[config.mk]
export PLATFORM = sky130hd
export DESIGN_NAME = spi_byte_link
export DESIGN_NICKNAME = d
export VERILOG_FILES = /design/src/sd_spi_pkg.sv /design/src/spi_byte_link.sv
export SDC_FILE = /design/constraint.sdc
export NUM_CORES = 1
export LEC_CHECK = 0
export CAP_MARGIN = 10
export CORE_UTILIZATION = 45
export DETAILED_ROUTE_END_ITERATION = 10
export DONT_BUFFER_PORTS = 1
export PLACE_DENSITY = 0.67
export SYNTH_ARGS = -nofsm -noshare
export SYNTH_HDL_FRONTEND = slang
export SYNTH_SLANG_ARGS = --single-unit
[constraint.sdc]
create_clock -name clk_sys -period 1.49 [get_ports clk_sys]
set_input_delay 0.0745 -clock clk_sys [delete_from_list [all_inputs] [get_ports clk_sys]]
set_output_delay 0.0745 -clock clk_sys [all_outputs]
set_load 0.02 [all_outputs]
[src/sd_spi_pkg.sv]
/* sd card spi definitions */
`default_nettype none

package sd_spi_pkg;

    // spi or buffer byte
    typedef logic [7:0]  sd_byte_t;
    // sector number towards the io controller
    typedef logic [31:0] sd_lba_t;
    typedef logic [31:0] sd_arg_t;
    // byte index inside one sector
    typedef logic [8:0]  sect_addr_t;

    // fill bytes before R1
    localparam int NCR_BYTES    = 4;
    localparam int SECTOR_BYTES = 512;

    localparam sd_byte_t DATA_TOKEN   = 8'hFE;
    localparam sd_byte_t DATA_RESP_OK = 8'h05;

    // R1 replies
    localparam sd_byte_t R1_READY     = 8'h00;
    localparam sd_byte_t R1_IDLE      = 8'h01;
    localparam sd_byte_t R1_ILLEGAL   = 8'h04;
    localparam sd_byte_t R1_PARAM_ERR = 8'h40;

    // first command byte, 0x40 plus index
    localparam sd_byte_t CMD_GO_IDLE      = 8'h40;
    localparam sd_byte_t CMD_SEND_OP_COND = 8'h41;
    localparam sd_byte_t CMD_SEND_IF_COND = 8'h48;
    localparam sd_byte_t CMD_SEND_STATUS  = 8'h4D;
    localparam sd_byte_t CMD_SET_BLOCKLEN = 8'h50;
    localparam sd_byte_t CMD_READ_SINGLE  = 8'h51;
    localparam sd_byte_t CMD_WRITE_BLOCK  = 8'h58;
    localparam sd_byte_t CMD_APP_OP_COND  = 8'h69;
    localparam sd_byte_t CMD_APP_CMD      = 8'h77;
    localparam sd_byte_t CMD_READ_OCR     = 8'h7A;
    localparam sd_byte_t CMD_CRC_ON_OFF   = 8'h7B;

    // power-up done, standard capacity, 2.7 to 3.6 V window
    localparam sd_arg_t OCR_VALUE = {1'b1, 1'b0, 6'd0, 9'h1FF, 15'd0};

    typedef enum logic [2:0] {
        RD_IDLE, RD_WAIT_IO, RD_TOKEN, RD_DATA, RD_CRC
    } rd_state_e;

    typedef enum logic [2:0] {
        WR_IDLE, WR_EXP_TOKEN, WR_DATA, WR_CRC0, WR_CRC1, WR_RESP, WR_BUSY
    } wr_state_e;

endpackage

`default_nettype wire

[src/spi_byte_link.sv]
/* spi byte link */
`timescale 1ns/1ps
`default_nettype none

module spi_byte_link (
    input  logic                 clk_sys,
    input  logic                 card_is_reset,
    input  logic                 sd_cs,
    input  logic                 sd_sck,
    input  logic                 sd_sdi,
    input  sd_spi_pkg::sd_byte_t tx_byte,
    output logic                 sd_sdo,
    output logic                 rx_valid,
    output sd_spi_pkg::sd_byte_t rx_byte,
    output logic                 byte_start
);
    import sd_spi_pkg::*;

    logic       sck_q;
    logic       sck_rise;
    logic       sck_fall;
    // rising edges seen mod 8
    logic [2:0] bit_cnt;
    logic [6:0] rx_sh;
    sd_byte_t   tx_sh;

    assign sck_rise = ~sck_q & sd_sck;
    assign sck_fall = sck_q & ~sd_sck;

    // first falling edge after the last sample of the previous byte
    assign byte_start = ~sd_cs & sck_fall & (bit_cnt == 3'd0);

    always_ff @(posedge clk_sys) begin
        sck_q    <= sd_sck;
        rx_valid <= 1'b0;
        if (card_is_reset || sd_cs) begin
            bit_cnt <= 3'd0;
            tx_sh   <= 8'hFF;
            // idle line while deselected
            sd_sdo  <= 1'b1;
        end else begin
            // sample on rising sck
            if (sck_rise) begin
                bit_cnt <= bit_cnt + 3'd1;
                rx_sh   <= {rx_sh[5:0], sd_sdi};
                if (bit_cnt == 3'd7) begin
                    rx_valid <= 1'b1;
                    rx_byte  <= {rx_sh, sd_sdi};
                end
            end
            // drive on falling sck msb first
            if (byte_start) begin
                sd_sdo <= tx_byte[7];
                tx_sh  <= {tx_byte[6:0], 1'b1};
            end else if (sck_fall) begin
                sd_sdo <= tx_sh[7];
                tx_sh  <= {tx_sh[6:0], 1'b1};
            end
        end
    end

    // sck steady for two cycles keeps a sample apart from the next byte start
    assert property (@(posedge clk_sys) disable iff (card_is_reset)
        !(rx_valid && byte_start));

endmodule

`default_nettype wire

# Word level (Yosys, flattened, before mapping)
# Index checks and enable logic that the tools add are counted.
# word_totals
out_inout_bits,11
register_bits,28
elab_cells,29
# op_classes
add_sub_neg,1
reduce_logical,6
mux,5
n_eq_ne,1
bitwise,9
# ops
operator,n
8-bit two-way mux,2
1-bit NOT,5
1-bit AND,4
"3-bit by 1-bit adder with 3-bit output, second input constant",1
"3-bit equality test, second input constant",1
3-bit zero test,1
1-bit two-way mux,3
3-bit AND reduction,1
2-bit AND reduction,1
2-bit nonzero test,1
2-bit OR reduction,1
1-bit logical OR,1

# Longest topological paths before layout
# logic_depth
word_depth,5
depth_mapped,5

# Worst setup path after synthesis
# Ideal clock, no wire load.
# synth_timing
kind,reg-to-reg
startpoint,reg bit_cnt[0]
endpoint,reg tx_sh[2]
stages_incl_launch_ff,6
arrival_ps,1350
setup_slack_ps,24
path_cell_list,dfxtp_1 -> inv_1 -> ha_1 -> nor3b_4 -> mux2_2 -> o22a_2
# synth_via
elab_chain_cells,3
word_cells_on_any_way,4
# synth_lines
item,line,source
start: declaration,spi_byte_link.sv:23,logic [2:0] bit_cnt;
start signal: assignment,spi_byte_link.sv:44,bit_cnt <= bit_cnt + 3'd1;
3-bit zero test (*),spi_byte_link.sv:31,assign byte_start = ~sd_cs & sck_fall & (bit_cnt == 3'd0);
1-bit AND (*),spi_byte_link.sv:31,
8-bit two-way mux / 2-bit nonzero test (equally long branches),--,
end signal: assignment,spi_byte_link.sv:54,"tx_sh <= {tx_byte[6:0], 1'b1};"
end signal: assignment,spi_byte_link.sv:57,"tx_sh <= {tx_sh[6:0], 1'b1};"
end: declaration,spi_byte_link.sv:25,sd_byte_t tx_sh;
# Mark *: on every way between the ends. The rest lies on a longest branch, timed or not.
# A chain may end at the register's enable or synchronous reset.

# Final worst setup path
# layout_timing
startpoint,reg bit_cnt[1]
endpoint,reg tx_sh[3]
# The elaborated chain is that of the path after synthesis.

==> out/metrics.yaml <==
timing:
  clock.fmax_mhz: 673.7
  hold_viol: 0
  rsz0062_at_grt: "yes"
  relSlewSlack_pct: 78.07
  drv_slew: 0
  timing.final.crit_share_pct: 99.63
  setup_slack_ns: 0.005569
  final.min_clock_period_ns: 1.484
  setup_viol: 0
  fin_skew_ns: 0.004744
  tightest_slew_ns: 0.3290
pwr:
  static-leakage-power_nw: 0.4942
  p_int_mw: 1.157
  seqPwrFrac_pct: 58.1
  power.switching_mw: 0.2572
  power_density_mw_per_mm2: 1059
  power_frac_comb_pct: 7.8
  switching_share_pct: 18.18
  p_total_mw: 1.415
  max-vdd-ir-drop_mv: 0.6387
  clkPwrFrac_pct: 34.1
clock_tree:
  clkTransAtPathRegs_ns: 0.14
  htree_levels: 1
  root_buffer: "clkbuf_4"
  worstSkewPairLatency_ns: 0.32
  clock-sinks: 28
  cts_buffer_depth: 2
  cts_buffers: 3
  cts_tree: "done"
finish:
  layout-area-overhead-vs-synth_pct: 28.06
  n_fill_cell: 177
  fin_area_mm2: 0.001336
  register_area_um2: 713.2
  insertedDiodeCount: 0
  num-nets-final: 105
  drive_gt1_share_pct: 35.23
  multi_input_area_um2: 362.8
floorplanning:
  die-height_um: 50.16
  start_util_pct: 47.63
  core_mm2: 0.002191
  num_rows: 17
  fp.dieArea_mm2: 0.002516
  ios: 24
  die_width_um: 50.16
place:
  pre_cts_ws_ns: 0.0002505
  post_dp_cell_area_mm2: 0.001090
  hpwl_mm: 1.022
  routabilityCongestion: 0.6956
  port_buffers: 0
global_routing:
  grt_use_total_pct: 14.12
  grt_max_degree: 17
  grt_pass1_vias: 571
  grt_remaining_overflow: 0
  antenna_found_initial: 0
  grt_pass1_wl_mm: 2.553
synth:
  netlist_instances: 68
  synth.largest_area_cell: "edfxtp_1"
  synth_top_area_share_pct: 43.17
  ys_top_cells_by_area: "edfxtp_1 (43%), dfxtp_1 (25%), mux2_2 (7.6%)"
  yosysWarnings: 0
  synth_ff_type: "edfxtp_1"
  synth_area_per_cell_um2: 15.35
  synth_seq_cells: 28
  yosysMostFrequentCell: "edfxtp_1"
  synthTopCellsByCount: "edfxtp_1 (15), dfxtp_1 (13), mux2_2 (7), o22a_2 (7)"
  syn_nets: 84
  async_flop_share_pct: 0
  netlist_area_mm2: 0.001044
  ys_seq_area_share_pct: 68.11
  synth_enable_flop_cells: 15
  yosysUniqueCellTypes: 20
setup_path:
  reg2reg_slack_ns: 0.006
  r2r_cells: 6
  r2r-end: "tx_sh[3]$_SDFFE_PP1P_"
  crit_type: "reg -> reg"
  endpoint_kind: "register"
  arrival_ns: 1.71
  startpoint_type: "register"
  crit_fanout: 5
  r2r-start: "bit_cnt[1]$_SDFFE_PP0P_"
  critPathRequiredTime_ns: 1.72
drt:
  drc_errors: 0
  drt-total-wl_mm: 1.723
  vias: 584
  post_drt_wl_per_cell_um: 14.85
  drtIter0Drc: 5
  via_per_inst: 5.034
  antenna_left: 0
  dr.pass1.iters: 5
status:
  outcome: "finished, final reports clean"
min_path:
  hold_path_depth: 3
  whs_endpoint: "tx_sh[1]$_SDFFE_PP1P_"
  hp-class: "in -> reg"
  hold_start: "sd_sck"
flow_run:
  cap_violations: 0
-- critical path: stages, from the launching register on --
cell and delay (ns):
dfxtp_2 0.36, inv_2 0.06, ha_4 0.11, nor3b_4 0.21
buf_6 0.17, mux2_4 0.30, o22a_2 0.18
-- worst max-delay path by stage --
stage | startpoint | to | slack, ns | depth (start not counted)
CTS | bit_cnt[1]$_SDFFE_PP0P_ | tx_sh[3]$_SDFFE_PP1P_ | 0.01 | 6
global route | bit_cnt[1]$_SDFFE_PP0P_ | tx_sh[7]$_SDFFE_PP1P_ | -0.05 | 6
detailed placement | bit_cnt[0]$_SDFFE_PP0P_ | sd_sdo$_SDFFE_PP1P_ | 0.0003 | 6
finish | bit_cnt[1]$_SDFFE_PP0P_ | tx_sh[3]$_SDFFE_PP1P_ | 0.006 | 6
global placement | bit_cnt[0]$_SDFFE_PP0P_ | tx_sh[5]$_SDFFE_PP1P_ | 0.02 | 6
floorplan | bit_cnt[0]$_SDFFE_PP0P_ | tx_sh[2]$_SDFFE_PP1P_ | 0.02 | 5
-- cells in the final DEF (no fill, tap or decap), drive strengths merged --
cell	n
nor2	2
nor2b	2
dlygate4sd3	12
dfxtp	13
inv	2
and2	2
ha	3
nor3	3
xnor2	1
buf	5
o21ai	1
nand2	2
nor3b	2
bufinv	1
edfxtp	15
clkbuf	3
nand2b	1
mux2i	2
and3	2
o22a	7
mux2	7
-- area by class of cell --
type	instances	share of cell area, %
repair buffers	17	12.36
well taps	28	2.622
inverters	2	0.5618
clock inverters	1	2.247
clock buffers	3	1.685
multi-input cells	37	27.15
flip-flops and latches	28	53.37
-- cell families after synthesis --
family          synth area share, %
compound gates                7.194
xor+xnor                     0.8395
simple gates                  9.713
fa+ha+maj                     3.598
flops                         68.11
mux                           9.473
buf+inv                       1.079
-- power groups by stage --
stage	registers, mW	logic, mW	clock network [mW]
2_1_floorplan	0.838	0.0472	0
3_3_place_gp	0.838	0.0574	0
3_5_place_dp	0.839	0.0586	0
4_1_cts	0.821	0.0862	0.501
5_1_grt	0.823	0.118	0.523
6_report	0.822	0.111	0.482
-- repair_timing --
item,in CTS,in global routing
gates resized for setup,4,13
hold buffers,9,3
gates cloned,0,1
hold endpoints to repair,11,3
setup endpoints to repair,8,16
setup buffers,2,0
-- stage by stage --
step | util [%] | hold slack [ns] | instances | TNS [ns]
after CTS | 57.28 | 0.0008412 | 112 | 0
after global placement | 49.74 | 0.1023 | 97 | 0
after floorplan | - | 0.1022 | 68 | 0
final | 60.99 | 0.07294 | 116 | 0
after global routing | 60.99 | 0.09767 | 116 | -0.2271
after detailed placement | 49.74 | 0.1023 | 97 | 0
-- routing by layer --
layer	global-route usage [%]	share of wire (%)	vias up
met5	0	0	-
met4	8.571	0.93	0
met3	3.333	2.6	2
met2	22.00	52	14
met1	17.62	44	275
li1	-	-	293
-- sequential cells by signal, summed over array words and instances (netlist names) --
register / cells
bit_cnt: 3
rx_byte: 8
rx_sh: 7
rx_valid: 1
sck_q: 1
sd_sdo: 1
tx_sh: 7
Note: power is estimated with default switching activity, not from simulation.
