## src/sd_spi_pkg.sv

```systemverilog
/* sd card spi definitions */
`default_nettype none

package sd_spi_pkg;

    // spi or buffer byte
    typedef logic [7:0]  sd_byte_t;
    // sector number towards the io controller
    typedef logic [31:0] sd_lba_t;
    typedef logic [31:0] sd_arg_t;
    // byte index inside one sector
    typedef logic [8:0]  sect_addr_t;

    // fill bytes before R1
    localparam int NCR_BYTES    = 4;
    localparam int SECTOR_BYTES = 512;

    localparam sd_byte_t DATA_TOKEN   = 8'hFE;
    localparam sd_byte_t DATA_RESP_OK = 8'h05;

    // R1 replies
    localparam sd_byte_t R1_READY     = 8'h00;
    localparam sd_byte_t R1_IDLE      = 8'h01;
    localparam sd_byte_t R1_ILLEGAL   = 8'h04;
    localparam sd_byte_t R1_PARAM_ERR = 8'h40;

    // first command byte, 0x40 plus index
    localparam sd_byte_t CMD_GO_IDLE      = 8'h40;
    localparam sd_byte_t CMD_SEND_OP_COND = 8'h41;
    localparam sd_byte_t CMD_SEND_IF_COND = 8'h48;
    localparam sd_byte_t CMD_SEND_STATUS  = 8'h4D;
    localparam sd_byte_t CMD_SET_BLOCKLEN = 8'h50;
    localparam sd_byte_t CMD_READ_SINGLE  = 8'h51;
    localparam sd_byte_t CMD_WRITE_BLOCK  = 8'h58;
    localparam sd_byte_t CMD_APP_OP_COND  = 8'h69;
    localparam sd_byte_t CMD_APP_CMD      = 8'h77;
    localparam sd_byte_t CMD_READ_OCR     = 8'h7A;
    localparam sd_byte_t CMD_CRC_ON_OFF   = 8'h7B;

    // power-up done, standard capacity, 2.7 to 3.6 V window
    localparam sd_arg_t OCR_VALUE = {1'b1, 1'b0, 6'd0, 9'h1FF, 15'd0};

    typedef enum logic [2:0] {
        RD_IDLE, RD_WAIT_IO, RD_TOKEN, RD_DATA, RD_CRC
    } rd_state_e;

    typedef enum logic [2:0] {
        WR_IDLE, WR_EXP_TOKEN, WR_DATA, WR_CRC0, WR_CRC1, WR_RESP, WR_BUSY
    } wr_state_e;

endpackage

`default_nettype wire

```

## src/sd_block_xfer.sv

```systemverilog
/* sd block read and write */
`timescale 1ns/1ps
`default_nettype none

module sd_block_xfer (
    input  logic                   clk_sys,
    input  logic                   card_is_reset,
    input  logic                   sd_cs,
    input  logic                   rx_valid,
    input  sd_spi_pkg::sd_byte_t   rx_byte,
    input  logic                   byte_start,
    input  sd_spi_pkg::sd_byte_t   resp_byte,
    input  logic                   start_read,
    input  logic                   start_write,
    input  sd_spi_pkg::sd_lba_t    lba,
    input  logic                   sd_ack,
    input  sd_spi_pkg::sd_byte_t   buf_rdata,
    output sd_spi_pkg::sd_byte_t   tx_byte,
    output logic                   xfer_active,
    output sd_spi_pkg::sd_lba_t    sd_lba,
    output logic                   sd_rd,
    output logic                   sd_wr,
    output logic                   sd_busy,
    output sd_spi_pkg::sect_addr_t buf_addr,
    output sd_spi_pkg::sd_byte_t   buf_wdata,
    output logic                   buf_we
);
    import sd_spi_pkg::*;

    rd_state_e  rd_state;
    wr_state_e  wr_state;
    logic       ack_q;
    // sector byte pointer that also counts the crc bytes on a read
    sect_addr_t ptr;

    assign xfer_active = (rd_state != RD_IDLE) || (wr_state != WR_IDLE);

    // buffer port b follows the pointer so read data is ready long before byte_start
    assign buf_addr  = ptr;
    assign buf_wdata = rx_byte;
    assign buf_we    = rx_valid && (wr_state == WR_DATA);

    // transfer owns the line or else the command reply passes
    always_comb begin
        tx_byte = resp_byte;
        case (rd_state)
            RD_WAIT_IO, RD_CRC: tx_byte = 8'hFF;
            RD_TOKEN:           tx_byte = DATA_TOKEN;
            RD_DATA:            tx_byte = buf_rdata;
            default:            ;
        endcase
        case (wr_state)
            WR_IDLE: ;
            WR_RESP: tx_byte = DATA_RESP_OK;
            // card busy holds the line low
            WR_BUSY: tx_byte = 8'h00;
            default: tx_byte = 8'hFF;
        endcase
    end

    always_ff @(posedge clk_sys) begin
        if (card_is_reset) begin
            rd_state <= RD_IDLE;
            wr_state <= WR_IDLE;
            ack_q    <= 1'b0;
            sd_rd    <= 1'b0;
            sd_wr    <= 1'b0;
            sd_busy  <= 1'b0;
        end else begin
            ack_q <= sd_ack;
            // ack rise takes the request and ack fall ends busy
            if (sd_ack && !ack_q) begin
                sd_rd <= 1'b0;
                sd_wr <= 1'b0;
            end
            if (!sd_ack && ack_q)
                sd_busy <= 1'b0;
            if (buf_we)
                ptr <= ptr + 9'd1;

            case (rd_state)
                RD_IDLE:
                    if (start_read) begin
                        sd_lba   <= lba;
                        sd_rd    <= 1'b1;
                        sd_busy  <= 1'b1;
                        ptr      <= '0;
                        rd_state <= RD_WAIT_IO;
                    end
                RD_WAIT_IO:
                    if (!sd_busy)
                        rd_state <= RD_TOKEN;
                RD_TOKEN:
                    if (byte_start)
                        rd_state <= RD_DATA;
                RD_DATA:
                    if (byte_start) begin
                        ptr <= ptr + 9'd1;
                        if (ptr == sect_addr_t'(SECTOR_BYTES - 1))
                            rd_state <= RD_CRC;
                    end
                // two filler crc bytes with ptr wrapped to 0
                RD_CRC:
                    if (byte_start) begin
                        ptr <= ptr + 9'd1;
                        if (ptr[0])
                            rd_state <= RD_IDLE;
                    end
                default: rd_state <= RD_IDLE;
            endcase

            case (wr_state)
                WR_IDLE:
                    if (start_write) begin
                        sd_lba   <= lba;
                        wr_state <= WR_EXP_TOKEN;
                    end
                WR_EXP_TOKEN:
                    if (rx_valid && rx_byte == DATA_TOKEN) begin
                        ptr      <= '0;
                        wr_state <= WR_DATA;
                    end
                WR_DATA:
                    if (buf_we && ptr == sect_addr_t'(SECTOR_BYTES - 1))
                        wr_state <= WR_CRC0;
                WR_CRC0:
                    if (rx_valid)
                        wr_state <= WR_CRC1;
                // sector complete so hand it to the io controller
                WR_CRC1:
                    if (rx_valid) begin
                        sd_wr    <= 1'b1;
                        sd_busy  <= 1'b1;
                        wr_state <= WR_RESP;
                    end
                WR_RESP:
                    if (byte_start)
                        wr_state <= WR_BUSY;
                WR_BUSY:
                    if (!sd_busy)
                        wr_state <= WR_IDLE;
                default: wr_state <= WR_IDLE;
            endcase

            // deselect drops a transfer with no io request in flight
            if (sd_cs) begin
                if (rd_state != RD_WAIT_IO)
                    rd_state <= RD_IDLE;
                if (wr_state != WR_RESP && wr_state != WR_BUSY)
                    wr_state <= WR_IDLE;
            end
        end
    end

    assert property (@(posedge clk_sys) disable iff (card_is_reset) !(sd_rd && sd_wr));

    // card writes the buffer only while the io controller is not using it
    assert property (@(posedge clk_sys) disable iff (card_is_reset)
        buf_we |-> !sd_busy);

endmodule

`default_nettype wire

```

## config.mk

```make
export PLATFORM = sky130hd
export DESIGN_NAME = sd_block_xfer
export DESIGN_NICKNAME = d
export VERILOG_FILES = /design/src/sd_spi_pkg.sv /design/src/sd_block_xfer.sv
export SDC_FILE = /design/constraint.sdc
export NUM_CORES = 1
export LEC_CHECK = 0
export BUFFER_PORTS_ARGS = -buffer_cell sky130_fd_sc_hd__buf_2
export CAP_MARGIN = 0
export CORE_ASPECT_RATIO = 1.4
export CORE_MARGIN = 8
export CORE_UTILIZATION = 50
export CTS_CLUSTER_SIZE = 16
export DETAILED_ROUTE_END_ITERATION = 10
export PLACE_DENSITY_LB_ADDON = 0.3
export SYNTH_ARGS = -nofsm -noshare
export SYNTH_HDL_FRONTEND = slang
export SYNTH_SLANG_ARGS = --single-unit
```

## constraint.sdc

```tcl
create_clock -name clk_sys -period 3.5 [get_ports clk_sys]
set_clock_uncertainty 0.1 [all_clocks]
set_input_delay 0.7 -clock clk_sys [delete_from_list [all_inputs] [get_ports clk_sys]]
set_output_delay 0.7 -clock clk_sys [all_outputs]
set_load 0.05 [all_outputs]
```

# --- Word level (Yosys, flattened, before mapping) ---
# Index checks and enable logic that the tools add are counted.
word_totals:
  inputBits: 64
  word_cells: 82
  ram_bits: 0
  latchBits: 0
  memories: 0
  mem_bits_ro: 0
  register_bits: 51
classes:
  n_eq_ne: 15
  reduce_logical: 15
  n_addsub: 1
  order_cmp: 0
  n_bitwise: 0
  mux: 43
  div_mod_pow: 0
  multipliers: 0
  shift: 0
ops:
  columns: ["operator", "count"]
  rows:
  - ["$mux W32", 4]
  - ["$mux W3", 18]
  - ["$pmux W8 S3", 2]
  - ["$mux W9", 5]
  - ["$pmux W3 S7", 1]
  - ["$pmux W9 S2", 1]
  - ["$pmux W3 S5", 1]
  - ["$eq A3 B2 Y1 const B", 4]
  - ["$eq A3 B3 Y1 const B", 4]
  - ["$mux W1", 11]
  - ["$add A9 B1 Y9 const B", 1]
  - ["$eq A9 B9 Y1 const B", 1]
  - ["$eq A8 B8 Y1 const B", 1]
  - ["$eq A3 B1 Y1 const B", 2]
  - ["$logic_and A1 B1 Y1", 6]
  - ["$logic_not A3 Y1", 2]
  - ["$ne A3 B3 Y1 const B", 2]
  - ["$reduce_bool A3 Y1", 2]
  - ["$reduce_or A2 Y1", 2]
  - ["$ne A3 B1 Y1 const B", 1]
  - ["$logic_not A1 Y1", 2]
  - ["$logic_or A1 B1 Y1", 1]

# --- Longest topological paths before layout ---
depth:
  depth_word: 7
  depth_mapped: 9
  depth_no_buf: 9

# --- Least setup slack after synthesis ---
# Ideal clock, no wire load.
synth_timing:
  path_type: "flip-flop to output port"
  startpoint: "register rd_state[0]"
  endpoint: "output tx_byte[1]"
  setup_slack_ns: 0.521
  t_arrival_ns: 2.179
  t_required_ns: 2.700
  path_stages_with_launch: 6
  path_cell_list: "dfxtp_1 > buf_2 > nor2_1 > xnor2_1 > o22ai_1 > o21ai_0"
synth_via:
  elab_chain_cells: 4
  elab_cells_between_ends: 7
  classes_between: "eq/ne: 4; mux: 2; reduce/logical: 1"
synth_rtl:
  columns: ["element", "line_no", "source"]
  rows:
  - ["from (decl)", "sd_block_xfer.sv:30", "rd_state_e rd_state;"]
  - ["from (signal assigned)", "sd_block_xfer.sv:63", "rd_state <= RD_IDLE;"]
  - ["from (signal assigned)", "sd_block_xfer.sv:88", "rd_state <= RD_WAIT_IO;"]
  - ["from (signal assigned)", "sd_block_xfer.sv:92", "rd_state <= RD_TOKEN;"]
  - ["$eq A3 B3 Y1 / $eq A3 B1 Y1 (equally long branches)", "sd_block_xfer.sv:46", "case (rd_state)"]
  - ["$reduce_or A2 Y1", "sd_block_xfer.sv:46", null]
  - ["$pmux W8 S3 *", "sd_block_xfer.sv:46", null]
  - ["$pmux W8 S3 *", "sd_block_xfer.sv:52", "case (wr_state)"]
  - ["to (decl)", "sd_block_xfer.sv:18", "output sd_spi_pkg::sd_byte_t tx_byte,"]
# Every way passes the cells marked *; elsewhere a longest branch is shown, timed or not.

# --- Worst setup path in the final report ---
layout_timing:
  startpoint: "register rd_state[1]"
  endpoint: "output tx_byte[5]"
# Same word-level chain as after synthesis.

==> reports/qor.yml <==
outcome: "completed"
wl_per_cell_um: 15.1
min_period_ns: 2.96
synthTopCellsByArea: "edfxtp_1 (45%), mux2_2 (11%), dfxtp_1 (7.3%)"
layout_common_cells: "buf_2 (125), edfxtp_1 (41), mux2_2 (27)"
ys_ff_latch: 51
drive_gt1_share_pct: 48.6
synth_async_sr_flop_share_pct: 0
hp-class: "reg2reg"
dieArea_um2: 8110
ys_seq_area_share_pct: 52.5
place.gp.congestion: 0.866
placed_cell_area_um2: 3330
ir_worst_vdd_uv: 225
slew_violations: 0
setup.worst_path.start_class: "flop"
drc: 0
grt_pass1_wl_um: 10100
grt_overflow: 0
clk_path_buf_depth: 2
crit_path_end_kind: "output pin"
antenna_cells: 0
clkLatencyLatePin_ns: 0.29
cts_resized: 0
relSlewSlack_pct: 61.4
synth_cell_types: 50
power_density_nw_per_um2: 450
syn_nets: 301
area_delta_synth_final_pct: 25.0
cts_buffers: 5
grt.total_usage_pct: 15.6
synth-warning-count: 0
clk_pin_slew_ns: 0.09
htree_levels: 2
tritoncts: "yes"
num_vias: 2284
cts_root_buf: "clkbuf_8"
synth_edf_count: 41
yosysTopAreaCell: "edfxtp_1"
p_leak_nw: 1.49
layout.nets: 415
io_pins: 126
first_iter_violations: 78
cp.required_ns: 2.70
cap_violations: 0
port_buffers: 125
clock-sinks: 51
grt_start_max_net_pins: 44
initial_core_util_pct: 50.5
post-route-util_pct: 63.1
vias_per_cell: 5.46
synth_area_per_cell_um2: 11.6
worst_slew_pin_slew_ns: 0.574
antenna_found_initial: 0
firstDrtPassIters: 4
synth_top_area_share_pct: 45.1
path_class: "reg2out"
rsz0062_at_grt: "no"
die_x_um: 78.4
ant_nets: 0
dp_hpwl_um: 5060
max_freq_ghz: 0.338
worstPathMaxFanout: 12
netlist_area_um2: 2730
min_period_over_period_pct: 84.4
dieHeight_um: 103
setup_viol: 0
hold_buffers: 0
cts_setup_buffers: 0
final.setup.tns_ns: 0
grt_pass1_vias: 2311
core_area_um2: 5410
wl_um: 6300
layout_commonest_cell: "buf_2"
hold_viol: 0
syn_inst: 235
stdcell_area_um2: 3410
crit_arrival_ns: 2.16
synth-main-ff-cell: "edfxtp_1"
fp-row-count: 32
[stage by stage]
step	power [W]	std cells	hold WS, ns	worst slack (ns)
after floorplan	0.00113	235	0.433	0.521
after global placement	0.00124	410	0.343	1.03
after detailed placement	0.00125	410	0.344	0.883
after CTS	0.00156	418	0.356	0.539
after global routing	0.00161	418	0.378	0.338
final	0.00154	418	0.352	0.545
[worst paths after layout]
kind | startpoint | end | slack, ns | cells after the start
hold reg to reg | sd_rd | sd_rd | 0.35 | 2
hold / removal | sd_rd | sd_rd | 0.35 | 2
setup / recovery | rd_state[1] | tx_byte[5] | 0.54 | 5
setup reg to reg | buf_addr[0] | buf_addr[8] | 1.14 | 8
[sequential cells by signal (all words and copies together), names as in the netlist]
signal,count
sd_lba,32
wr_state,3
ack_q,1
rd_state,3
sd_rd,1
sd_busy,1
buf_addr,9
sd_wr,1
[critical path: stages, from the launching register on]
cell	delay [ns]
dfxtp_1	0.55
nor2_1	0.17
xnor2_1	0.50
o22ai_1	0.17
o21ai_0	0.17
buf_2	0.29
[final cells by class]
class / count / area (um2)
Clock buffer: 5 / 68.8
Multi-Input combinational cell: 158 / 1150
Fill cell: 469 / 1990
Clock inverter: 3 / 15.0
Inverter: 6 / 22.5
Timing Repair Buffer: 127 / 641
Tap cell: 68 / 85.1
Sequential cell: 51 / 1430
[cell families after synthesis]
kind of cell	share of synthesized area, %
DFF	52.5
muxes	13.6
xor gates and xnor gates	0.963
and+or+nand+nor	13.7
AOI/OAI and AO/OA	13.0
buffers and inverters	5.46
adders and majority gates	0.917
[power by group]
group / leakage, nW / internal, W / switching [W]
clock: 0.0477 / 0.000137 / 0.000174
combinational: 0.957 / 0.000143 / 0.000333
sequential: 0.487 / 0.000715 / 0.0000338
[cells in the mapped netlist (2+ instances only)]
master and number:
o21ai_1 2, a21o_1 2, nor3_1 3, a311oi_1 5
nand3_1 6, buf_2 8, edfxtp_1 41, buf_4 9
and3_1 5, or3_1 2, ha_1 2, inv_1 5
o22ai_1 8, dfxtp_1 10, nand2b_1 3, nand2_1 16
nor2_1 7, nor2b_1 6, mux2_2 27, a21oi_1 15
a31oi_1 5, nand3b_1 3, xnor2_1 2, o21ai_0 13
mux2_1 5
[routing by layer]
layer	up-vias	wire, um	global-route usage (%)
met4	0	124	8.01
met5	-	0	0
li1	1113	-	-
met1	1058	2590	15.9
met2	107	2990	27.2
met3	6	589	5.97
Power figures use the tool's default switching activity.
