[src/sd_spi_pkg.sv]
/* sd card spi definitions */
`default_nettype none

package sd_spi_pkg;

    // spi or buffer byte
    typedef logic [7:0]  sd_byte_t;
    // sector number towards the io controller
    typedef logic [31:0] sd_lba_t;
    typedef logic [31:0] sd_arg_t;
    // byte index inside one sector
    typedef logic [8:0]  sect_addr_t;

    // fill bytes before R1
    localparam int NCR_BYTES    = 4;
    localparam int SECTOR_BYTES = 512;

    localparam sd_byte_t DATA_TOKEN   = 8'hFE;
    localparam sd_byte_t DATA_RESP_OK = 8'h05;

    // R1 replies
    localparam sd_byte_t R1_READY     = 8'h00;
    localparam sd_byte_t R1_IDLE      = 8'h01;
    localparam sd_byte_t R1_ILLEGAL   = 8'h04;
    localparam sd_byte_t R1_PARAM_ERR = 8'h40;

    // first command byte, 0x40 plus index
    localparam sd_byte_t CMD_GO_IDLE      = 8'h40;
    localparam sd_byte_t CMD_SEND_OP_COND = 8'h41;
    localparam sd_byte_t CMD_SEND_IF_COND = 8'h48;
    localparam sd_byte_t CMD_SEND_STATUS  = 8'h4D;
    localparam sd_byte_t CMD_SET_BLOCKLEN = 8'h50;
    localparam sd_byte_t CMD_READ_SINGLE  = 8'h51;
    localparam sd_byte_t CMD_WRITE_BLOCK  = 8'h58;
    localparam sd_byte_t CMD_APP_OP_COND  = 8'h69;
    localparam sd_byte_t CMD_APP_CMD      = 8'h77;
    localparam sd_byte_t CMD_READ_OCR     = 8'h7A;
    localparam sd_byte_t CMD_CRC_ON_OFF   = 8'h7B;

    // power-up done, standard capacity, 2.7 to 3.6 V window
    localparam sd_arg_t OCR_VALUE = {1'b1, 1'b0, 6'd0, 9'h1FF, 15'd0};

    typedef enum logic [2:0] {
        RD_IDLE, RD_WAIT_IO, RD_TOKEN, RD_DATA, RD_CRC
    } rd_state_e;

    typedef enum logic [2:0] {
        WR_IDLE, WR_EXP_TOKEN, WR_DATA, WR_CRC0, WR_CRC1, WR_RESP, WR_BUSY
    } wr_state_e;

endpackage

`default_nettype wire

[src/sd_cmd_engine.sv]
/* sd command decoder */
`timescale 1ns/1ps
`default_nettype none

module sd_cmd_engine (
    input  logic                 clk_sys,
    input  logic                 card_is_reset,
    input  logic                 sd_cs,
    input  logic                 rx_valid,
    input  sd_spi_pkg::sd_byte_t rx_byte,
    input  logic                 byte_start,
    input  logic                 xfer_active,
    output sd_spi_pkg::sd_byte_t resp_byte,
    output logic                 start_read,
    output logic                 start_write,
    output sd_spi_pkg::sd_lba_t  lba
);
    import sd_spi_pkg::*;

    // bytes since the command byte, parks at 15
    logic [3:0] byte_cnt;
    sd_byte_t   cmd;
    sd_arg_t    arg;
    logic       go_idle_seen;
    // set by CMD55 for the next command only
    logic       app_cmd;
    logic       pend_rd;
    logic       pend_wr;
    // R1 then up to four extra bytes
    sd_byte_t   reply_q [5];
    logic [3:0] reply_len;
    logic [3:0] slot;
    logic       r1_slot;

    // slot 0 is the fifth byte after the crc byte
    // before that the subtraction wraps far above reply_len
    assign slot      = byte_cnt - 4'(5 + NCR_BYTES);
    assign resp_byte = (slot < reply_len) ? reply_q[slot[2:0]] : 8'hFF;

    // transfers start on the load of R1
    assign r1_slot     = byte_start && (slot == 4'd0) && (reply_len != 4'd0);
    assign start_read  = r1_slot && pend_rd;
    assign start_write = r1_slot && pend_wr;

    always_ff @(posedge clk_sys) begin
        if (card_is_reset) begin
            byte_cnt     <= 4'hF;
            reply_len    <= 4'd0;
            go_idle_seen <= 1'b0;
            app_cmd      <= 1'b0;
            pend_rd      <= 1'b0;
            pend_wr      <= 1'b0;
        end else if (sd_cs) begin
            // deselect drops the frame
            byte_cnt  <= 4'hF;
            reply_len <= 4'd0;
            pend_rd   <= 1'b0;
            pend_wr   <= 1'b0;
        end else if (rx_valid) begin
            if (byte_cnt != 4'hF)
                byte_cnt <= byte_cnt + 4'd1;
            // four argument bytes, msb first
            if (byte_cnt < 4'd4)
                arg <= {arg[23:0], rx_byte};
            // new command only after a full frame and no transfer running
            if (byte_cnt >= 4'd5 && !xfer_active && rx_byte[7:6] == 2'b01) begin
                byte_cnt  <= 4'd0;
                cmd       <= rx_byte;
                reply_len <= 4'd0;
                pend_rd   <= 1'b0;
                pend_wr   <= 1'b0;
            end
            // crc byte in, evaluate
            if (byte_cnt == 4'd4) begin
                reply_q[0] <= R1_ILLEGAL;
                reply_len  <= 4'd1;
                app_cmd    <= 1'b0;
                // standard capacity, byte address to sector
                lba        <= {9'd0, arg[31:9]};
                if (cmd == CMD_GO_IDLE) begin
                    go_idle_seen <= 1'b1;
                    reply_q[0]   <= R1_IDLE;
                end else if (go_idle_seen) begin
                    case (cmd)
                        CMD_SEND_OP_COND, CMD_CRC_ON_OFF: reply_q[0] <= R1_READY;
                        CMD_READ_SINGLE: begin
                            reply_q[0] <= R1_READY;
                            pend_rd    <= 1'b1;
                        end
                        CMD_WRITE_BLOCK: begin
                            reply_q[0] <= R1_READY;
                            pend_wr    <= 1'b1;
                        end
                        // echo voltage and check pattern
                        CMD_SEND_IF_COND: begin
                            reply_q[0] <= R1_IDLE;
                            reply_q[1] <= 8'h00;
                            reply_q[2] <= 8'h00;
                            reply_q[3] <= {4'h0, arg[19:16]};
                            reply_q[4] <= arg[7:0];
                            reply_len  <= 4'd5;
                        end
                        CMD_SEND_STATUS: begin
                            reply_q[0] <= R1_READY;
                            reply_q[1] <= 8'h00;
                            reply_len  <= 4'd2;
                        end
                        // only 512 byte blocks
                        CMD_SET_BLOCKLEN:
                            reply_q[0] <= (arg == sd_arg_t'(SECTOR_BYTES)) ?
                                          R1_READY : R1_PARAM_ERR;
                        CMD_APP_CMD: begin
                            reply_q[0] <= R1_IDLE;
                            app_cmd    <= 1'b1;
                        end
                        CMD_APP_OP_COND:
                            reply_q[0] <= app_cmd ? R1_READY : R1_ILLEGAL;
                        CMD_READ_OCR: begin
                            reply_q[0] <= R1_READY;
                            reply_q[1] <= OCR_VALUE[31:24];
                            reply_q[2] <= OCR_VALUE[23:16];
                            reply_q[3] <= OCR_VALUE[15:8];
                            reply_q[4] <= OCR_VALUE[7:0];
                            reply_len  <= 4'd5;
                        end
                        default: ;
                    endcase
                end
            end
        end
    end

    // one transfer at a time, never on top of a running one
    assert property (@(posedge clk_sys) disable iff (card_is_reset)
        (start_read || start_write) |-> !(start_read && start_write) && !xfer_active);

endmodule

`default_nettype wire

[config.mk]
export PLATFORM = sky130hd
export DESIGN_NAME = sd_cmd_engine
export DESIGN_NICKNAME = d
export VERILOG_FILES = /design/src/sd_spi_pkg.sv /design/src/sd_cmd_engine.sv
export SDC_FILE = /design/constraint.sdc
export NUM_CORES = 1
export LEC_CHECK = 0
export CORE_UTILIZATION = 62
export CTS_CLUSTER_SIZE = 24
export DETAILED_ROUTE_END_ITERATION = 8
export DONT_BUFFER_PORTS = 1
export PLACE_DENSITY = 0.88
export SYNTH_ARGS = -nofsm -noshare
export SYNTH_HDL_FRONTEND = slang
export SYNTH_SLANG_ARGS = --single-unit
export TNS_END_PERCENT = 5
[constraint.sdc]
create_clock -name clk_sys -period 6.5 [get_ports clk_sys]
set_input_delay 0 -clock clk_sys [delete_from_list [all_inputs] [get_ports clk_sys]]
set_output_delay 0 -clock clk_sys [all_outputs]
set_load 0.03 [all_outputs]
* Yosys cells after proc, flatten, opt, wreduce, memory -nomap -nowiden *
Memory sizes are Yosys's and may differ from the RTL's.
Cells that the tools add are included.

word-level totals
  flip-flop bits (word level) = 75
  memory bits (writable) = 40
  output and inout bits = 42
  word-level logic and storage cells = 186
  memories = 1

memory list
  name     depth  bits a word  read ports  clocked after Yosys merged registers in  wr ports  line                 RTL
  reply_q  5      8            1           0                                        5         sd_cmd_engine.sv:30  sd_byte_t reply_q [5];

operators by class
  $add $sub $neg = 2
  order comparisons = 3
  equality and inequality tests = 15
  mux-type cells = 118
  bitwise logic cells = 17
  reductions and logical operators = 21

operators with widths
  operator                                                                 number
  8-bit 2-to-1 mux                                                         16
  1-bit 2-to-1 mux                                                         93
  8-bit by 7-bit equality test with 1-bit output, second input constant    11
  32-bit by 10-bit equality test with 1-bit output, second input constant  1
  4-bit 2-to-1 mux                                                         4
  4-bit AND reduction                                                      4
  1-bit bitwise OR                                                         15
  3-bit 2-to-1 mux                                                         3
  7-bit 2-to-1 mux                                                         1
  1-bit logical AND                                                        6
  3-bit case mux with 2 select lines                                       1
  2-bit OR reduction                                                       3
  4-bit by 1-bit adder with 4-bit output, second input constant            1
  4-bit by 3-bit equality test with 1-bit output, second input constant    1
  4-bit by 3-bit >= comparator with 1-bit output, second input constant    1
  4-bit zero test                                                          1
  4-bit by 3-bit < comparator with 1-bit output, second input constant     1
  4-bit < comparator                                                       1
  4-bit != test, second input constant                                     1
  2-bit AND reduction                                                      2
  2-bit nonzero test                                                       2
  4-bit nonzero test                                                       1
  4-bit subtractor, second input constant                                  1
  3-bit AND reduction                                                      1
  3 further kinds                                                          4

* Depth between registers and ports, before layout *
  depth in word-level cells = 19
  gate-level depth with buffers = 9
  mapped depth without buffers = 8

* Worst setup path before layout *
OpenSTA, ideal clock, no wires.

  path kind = in2reg
  start point = input port card_is_reset
  end point = register arg[0], enable pin
  arrival time = 2,698 ps
  data required time = 6,039 ps
  path slack = 3,340 ps
  cell stages on the path = 4
  buffers on the path = 1
  path through = nor2_1 buf_2 nand2_1 nor3_1

between the ends
  longest elaborated chain between the ends = 2

ends and longest elaborated chain
  what                                  line                 RTL
  start, declared                       sd_cmd_engine.sv:7   input logic card_is_reset,
  1-bit inverter (no source line)       --
  4-bit AND reduction (no source line)  --
  end signal, assigned                  sd_cmd_engine.sv:64  arg <= {arg[23:0], rx_byte};
  end, declared                         sd_cmd_engine.sv:23  sd_arg_t arg;

Every way passes these cells.
A chain may end at the register's enable or synchronous reset.

* Worst setup path in the final report *
  start point = register byte_cnt[0]
  end point = output port resp_byte[6]

between the ends
  longest elaborated chain between the ends = 3
  elaborated cells between the ends (all ways) = 4
  those cells by class = add/sub: 1; order compare: 1; mux: 1; memory: 1

ends and longest elaborated chain
  what                                                           line                 RTL
  start, declared                                                sd_cmd_engine.sv:21  logic [3:0] byte_cnt;
  start signal, assigned                                         sd_cmd_engine.sv:61  byte_cnt <= byte_cnt + 4'd1;
  4-bit subtractor (*)                                           sd_cmd_engine.sv:37  assign slot = byte_cnt - 4'(5 + NCR_BYTES);
  4-bit < comparator / memory 5 x 8 bit (equally long branches)  --
  8-bit 2-to-1 mux (*)                                           sd_cmd_engine.sv:38  assign resp_byte = (slot < reply_len) ? reply_q[slot[2:0]] : 8'hFF;
  end, declared                                                  sd_cmd_engine.sv:13  output sd_spi_pkg::sd_byte_t resp_byte,

Mark *: on every way between the ends. The rest lies on a longest branch, timed or not.

==> results.sh <==
export IMPL_status="completed"
export IMPL_cts_setup_buffers=0
export IMPL_criticalPathCategory="flop to output pin"
export IMPL_place_congestion=0.924
export IMPL_cts_buffers=9
export IMPL_final_setup_tns_ns=0
export IMPL_die_h_um=79.2
export IMPL_overflow=0
export IMPL_fillerInstances=364
export IMPL_cp_max_fo=10
export IMPL_fin_nets=318
export IMPL_fin_crit_ns=3.08
export IMPL_die_w_um=79.2
export IMPL_fin_cells=375
export IMPL_peakVddDrop_mv=0.143
export IMPL_wl_met3_um=528
export IMPL_regToRegStartpoint="byte_cnt[0]"
export IMPL_io_pins=56
export IMPL_syn_inst=281
export IMPL_dpl_hpwl_mm=5.08
export IMPL_vias=2378
export IMPL_hold_path_depth=2
export IMPL_min_from="rx_valid"
export IMPL_cpLargestDelayFamily="compound AO/OA/AOI/OAI gates"
export IMPL_start_kind="flop"
export IMPL_antenna_found_initial=0
export IMPL_wl_met1_mm=2.83
export IMPL_clockBufferDepth=2
export IMPL_grt_pass1_vias=2215
export IMPL_std_cell_rows=27
export IMPL_worstPathCellList="inv_1 -> ha_1 -> inv_1 -> ha_1 -> a21o_1 -> a211o_1 -> a21oi_2 -> o211ai_1"
export IMPL_rr_endpoint="reply_len[1]"
export IMPL_cp_slowest_cell="dfxtp_1"
export IMPL_synth_seq_cells=91
export IMPL_max_freq_mhz=325
export IMPL_reg2reg_slack_ns=3.95
export IMPL_clk_latency_ns=0.36
export IMPL_yosys_top_cells_count="edfxtp_1 (67), nor2_1 (26), dfxtp_1 (24), nand2_1 (22), mux2i_1 (12)"
export IMPL_diodes=0
export IMPL_cp_required_ns=6.50
export IMPL_yosysTopAreaCellShare=0.544
export IMPL_grt_usage=0.257
export IMPL_synth_edf_count=67
export IMPL_cts_tree="done"
export IMPL_cts_root_buf="clkbuf_8"
export IMPL_ys_seq_area_frac=0.674
export IMPL_grt_pass1_wl_mm=11.4
export IMPL_end_kind="output pin"
export IMPL_tightest_slew_ns=0.908
export IMPL_rr_worst_depth=8
export IMPL_routedWlPerCell_um=19.1
export IMPL_hp_class="input pin to flop"
export IMPL_finalHoldViolCount=0
export IMPL_die_area_mm2=0.00628
export IMPL_power_leakage_nw=1.36
export IMPL_clkSlewWorstSetupHoldPaths_ns=0.09
export IMPL_drv_slew=0
export IMPL_postSynthAreaPerCell_um2=13.2
export IMPL_yosys_warnings=0
export IMPL_dr_pass1_iters=5
export IMPL_cap_violations=0
export IMPL_drtAntennaViolNets=0
export IMPL_layout_drive_gt1_share=0.0924
export IMPL_synth_area_leaders="edfxtp_1 (54%), dfxtp_1 (13%), mux2i_1 (3.2%)"
export IMPL_critPathArrivalTime_ns=3.08
export IMPL_yosysMostFrequentCell="edfxtp_1"
export IMPL_drtIter0Drc=280
export IMPL_coreArea_mm2=0.00564
export IMPL_worstPathBufferInverterCount=2
export IMPL_cts_hold_buf=13
export IMPL_yosysTopAreaCell="edfxtp_1"
export IMPL_finalWirelength_mm=7.16
export IMPL_async_flop_share=0
export IMPL_slowest_delay_ns=0.56
export IMPL_dp_cells=346
export IMPL_fin_crit_sh=0.474
export IMPL_holdPathEnd="cmd[0]"
export IMPL_syn_area_mm2=0.00370
export IMPL_io_buffer_count=0
export IMPL_grt_max_degree=33
export IMPL_power_density_mw_per_mm2=258
export IMPL_clock_skew_final_ns=0.00759
export IMPL_met2_length_mm=3.53
export IMPL_start_util=0.655
export IMPL_post_cts_resized=0
export IMPL_htree_num_levels=3
export IMPL_vias_per_cell=6.34
export IMPL_yosysUniqueCellTypes=53
export IMPL_dr_max_layer_used="met4"
export IMPL_rsz0062_at_grt="no"
export IMPL_synth_ff_type="edfxtp_1"
export IMPL_cts_sinks=91
export IMPL_setup_viol=0
export IMPL_syn2layout_area_growth_pct=9.61
export IMPL_timing_slew_headroom=0.393
export IMPL_drc=0
## area by class of cell
cell class,count,area (µm²),share of cell area
clock inverters,6,72.6,0.0179
repair buffers,15,145,0.0358
clock buffers,10,128,0.0315
flip-flops and latches,91,2490,0.615
inverters,10,37.5,0.00926
multi-input cells,171,1090,0.268
well taps,72,90.1,0.0222
## flip-flops by register name, summed over array words and instances (netlist names)
register	flops
reply_q	17
go_idle_seen	1
pend_rd	1
byte_cnt	4
pend_wr	1
cmd	8
lba	23
arg	32
reply_len	3
app_cmd	1
## how the worst max path moves through the flow
stage | from | endpoint | slack, ns | cells past startpoint
2_1_floorplan | card_is_reset | arg[0] | 3.34 | 4
3_3_place_gp | byte_cnt[0] | resp_byte[6] | 3.98 | 8
3_5_place_dp | byte_cnt[0] | resp_byte[6] | 3.89 | 8
4_1_cts | byte_cnt[0] | resp_byte[6] | 3.48 | 8
5_1_grt | byte_cnt[0] | resp_byte[1] | 3.28 | 8
6_report | byte_cnt[0] | resp_byte[6] | 3.42 | 8
## report_power, final
| part | switching, mW | total [mW] | leakage, nW | internal [mW] |
|---|---|---|---|---|
| combinational | 0.0283 | 0.0406 | 0.453 | 0.0123 |
| clock | 0.203 | 0.386 | 0.103 | 0.183 |
| sequential | 0.00318 | 0.621 | 0.802 | 0.617 |
| total | 0.234 | 1.05 | 1.36 | 0.813 |
## cells in the final DEF (no fill, tap or decap), types with 7 or more instances in the layout
master / synthesis / layout
a21oi_1: 7 / 7
clkbuf_8: 0 / 9
conb_1: 1 / 9
dfxtp_1: 24 / 24
dlygate4sd3_1: 0 / 13
edfxtp_1: 67 / 67
inv_1: 9 / 9
mux2i_1: 12 / 12
nand2_1: 22 / 22
nor2_1: 26 / 26
nor4_1: 8 / 8
o211ai_1: 9 / 9
o21ai_0: 7 / 7
## worst reg2reg max path, cell delays in order (launching register included)
cell and delay [ns]:
dfxtp_1 0.56, inv_1 0.16, ha_1 0.26, nand2b_1 0.09
a21oi_1 0.08, nand2b_1 0.29, a221oi_1 0.34, nor3_1 0.09
dlygate4sd3_1 0.57
## through the flow
stage	hold slack, ns	cell area, µm²	setup WS, ns	power [mW]	util
3_5_place_dp	0.0742	3720	3.89	0.666	0.660
2_1_floorplan	0.0691	3730	3.34	0.666	-
4_1_cts	0.104	4050	3.48	1.05	0.718
5_1_grt	0.115	4050	3.28	1.07	0.718
3_3_place_gp	0.0726	3720	3.98	0.665	0.660
6_report	0.117	4050	3.42	1.05	0.718
## layer usage
layer | track usage | vias to the layer above
met5 | 0 | -
met4 | 0.149 | 0
met3 | 0.0460 | 28
met2 | 0.416 | 144
met1 | 0.324 | 1135
li1 | - | 1071
## cell families after synthesis
logic type | synth area share
flops | 0.674
buf+inv | 0.0413
mux | 0.0325
xor+xnor | 0.00948
simple gates | 0.145
fa+ha+maj | 0.0203
compound gates | 0.0768
other cells | 0.00101
No activity file was read; power rests on OpenSTA's default activity.
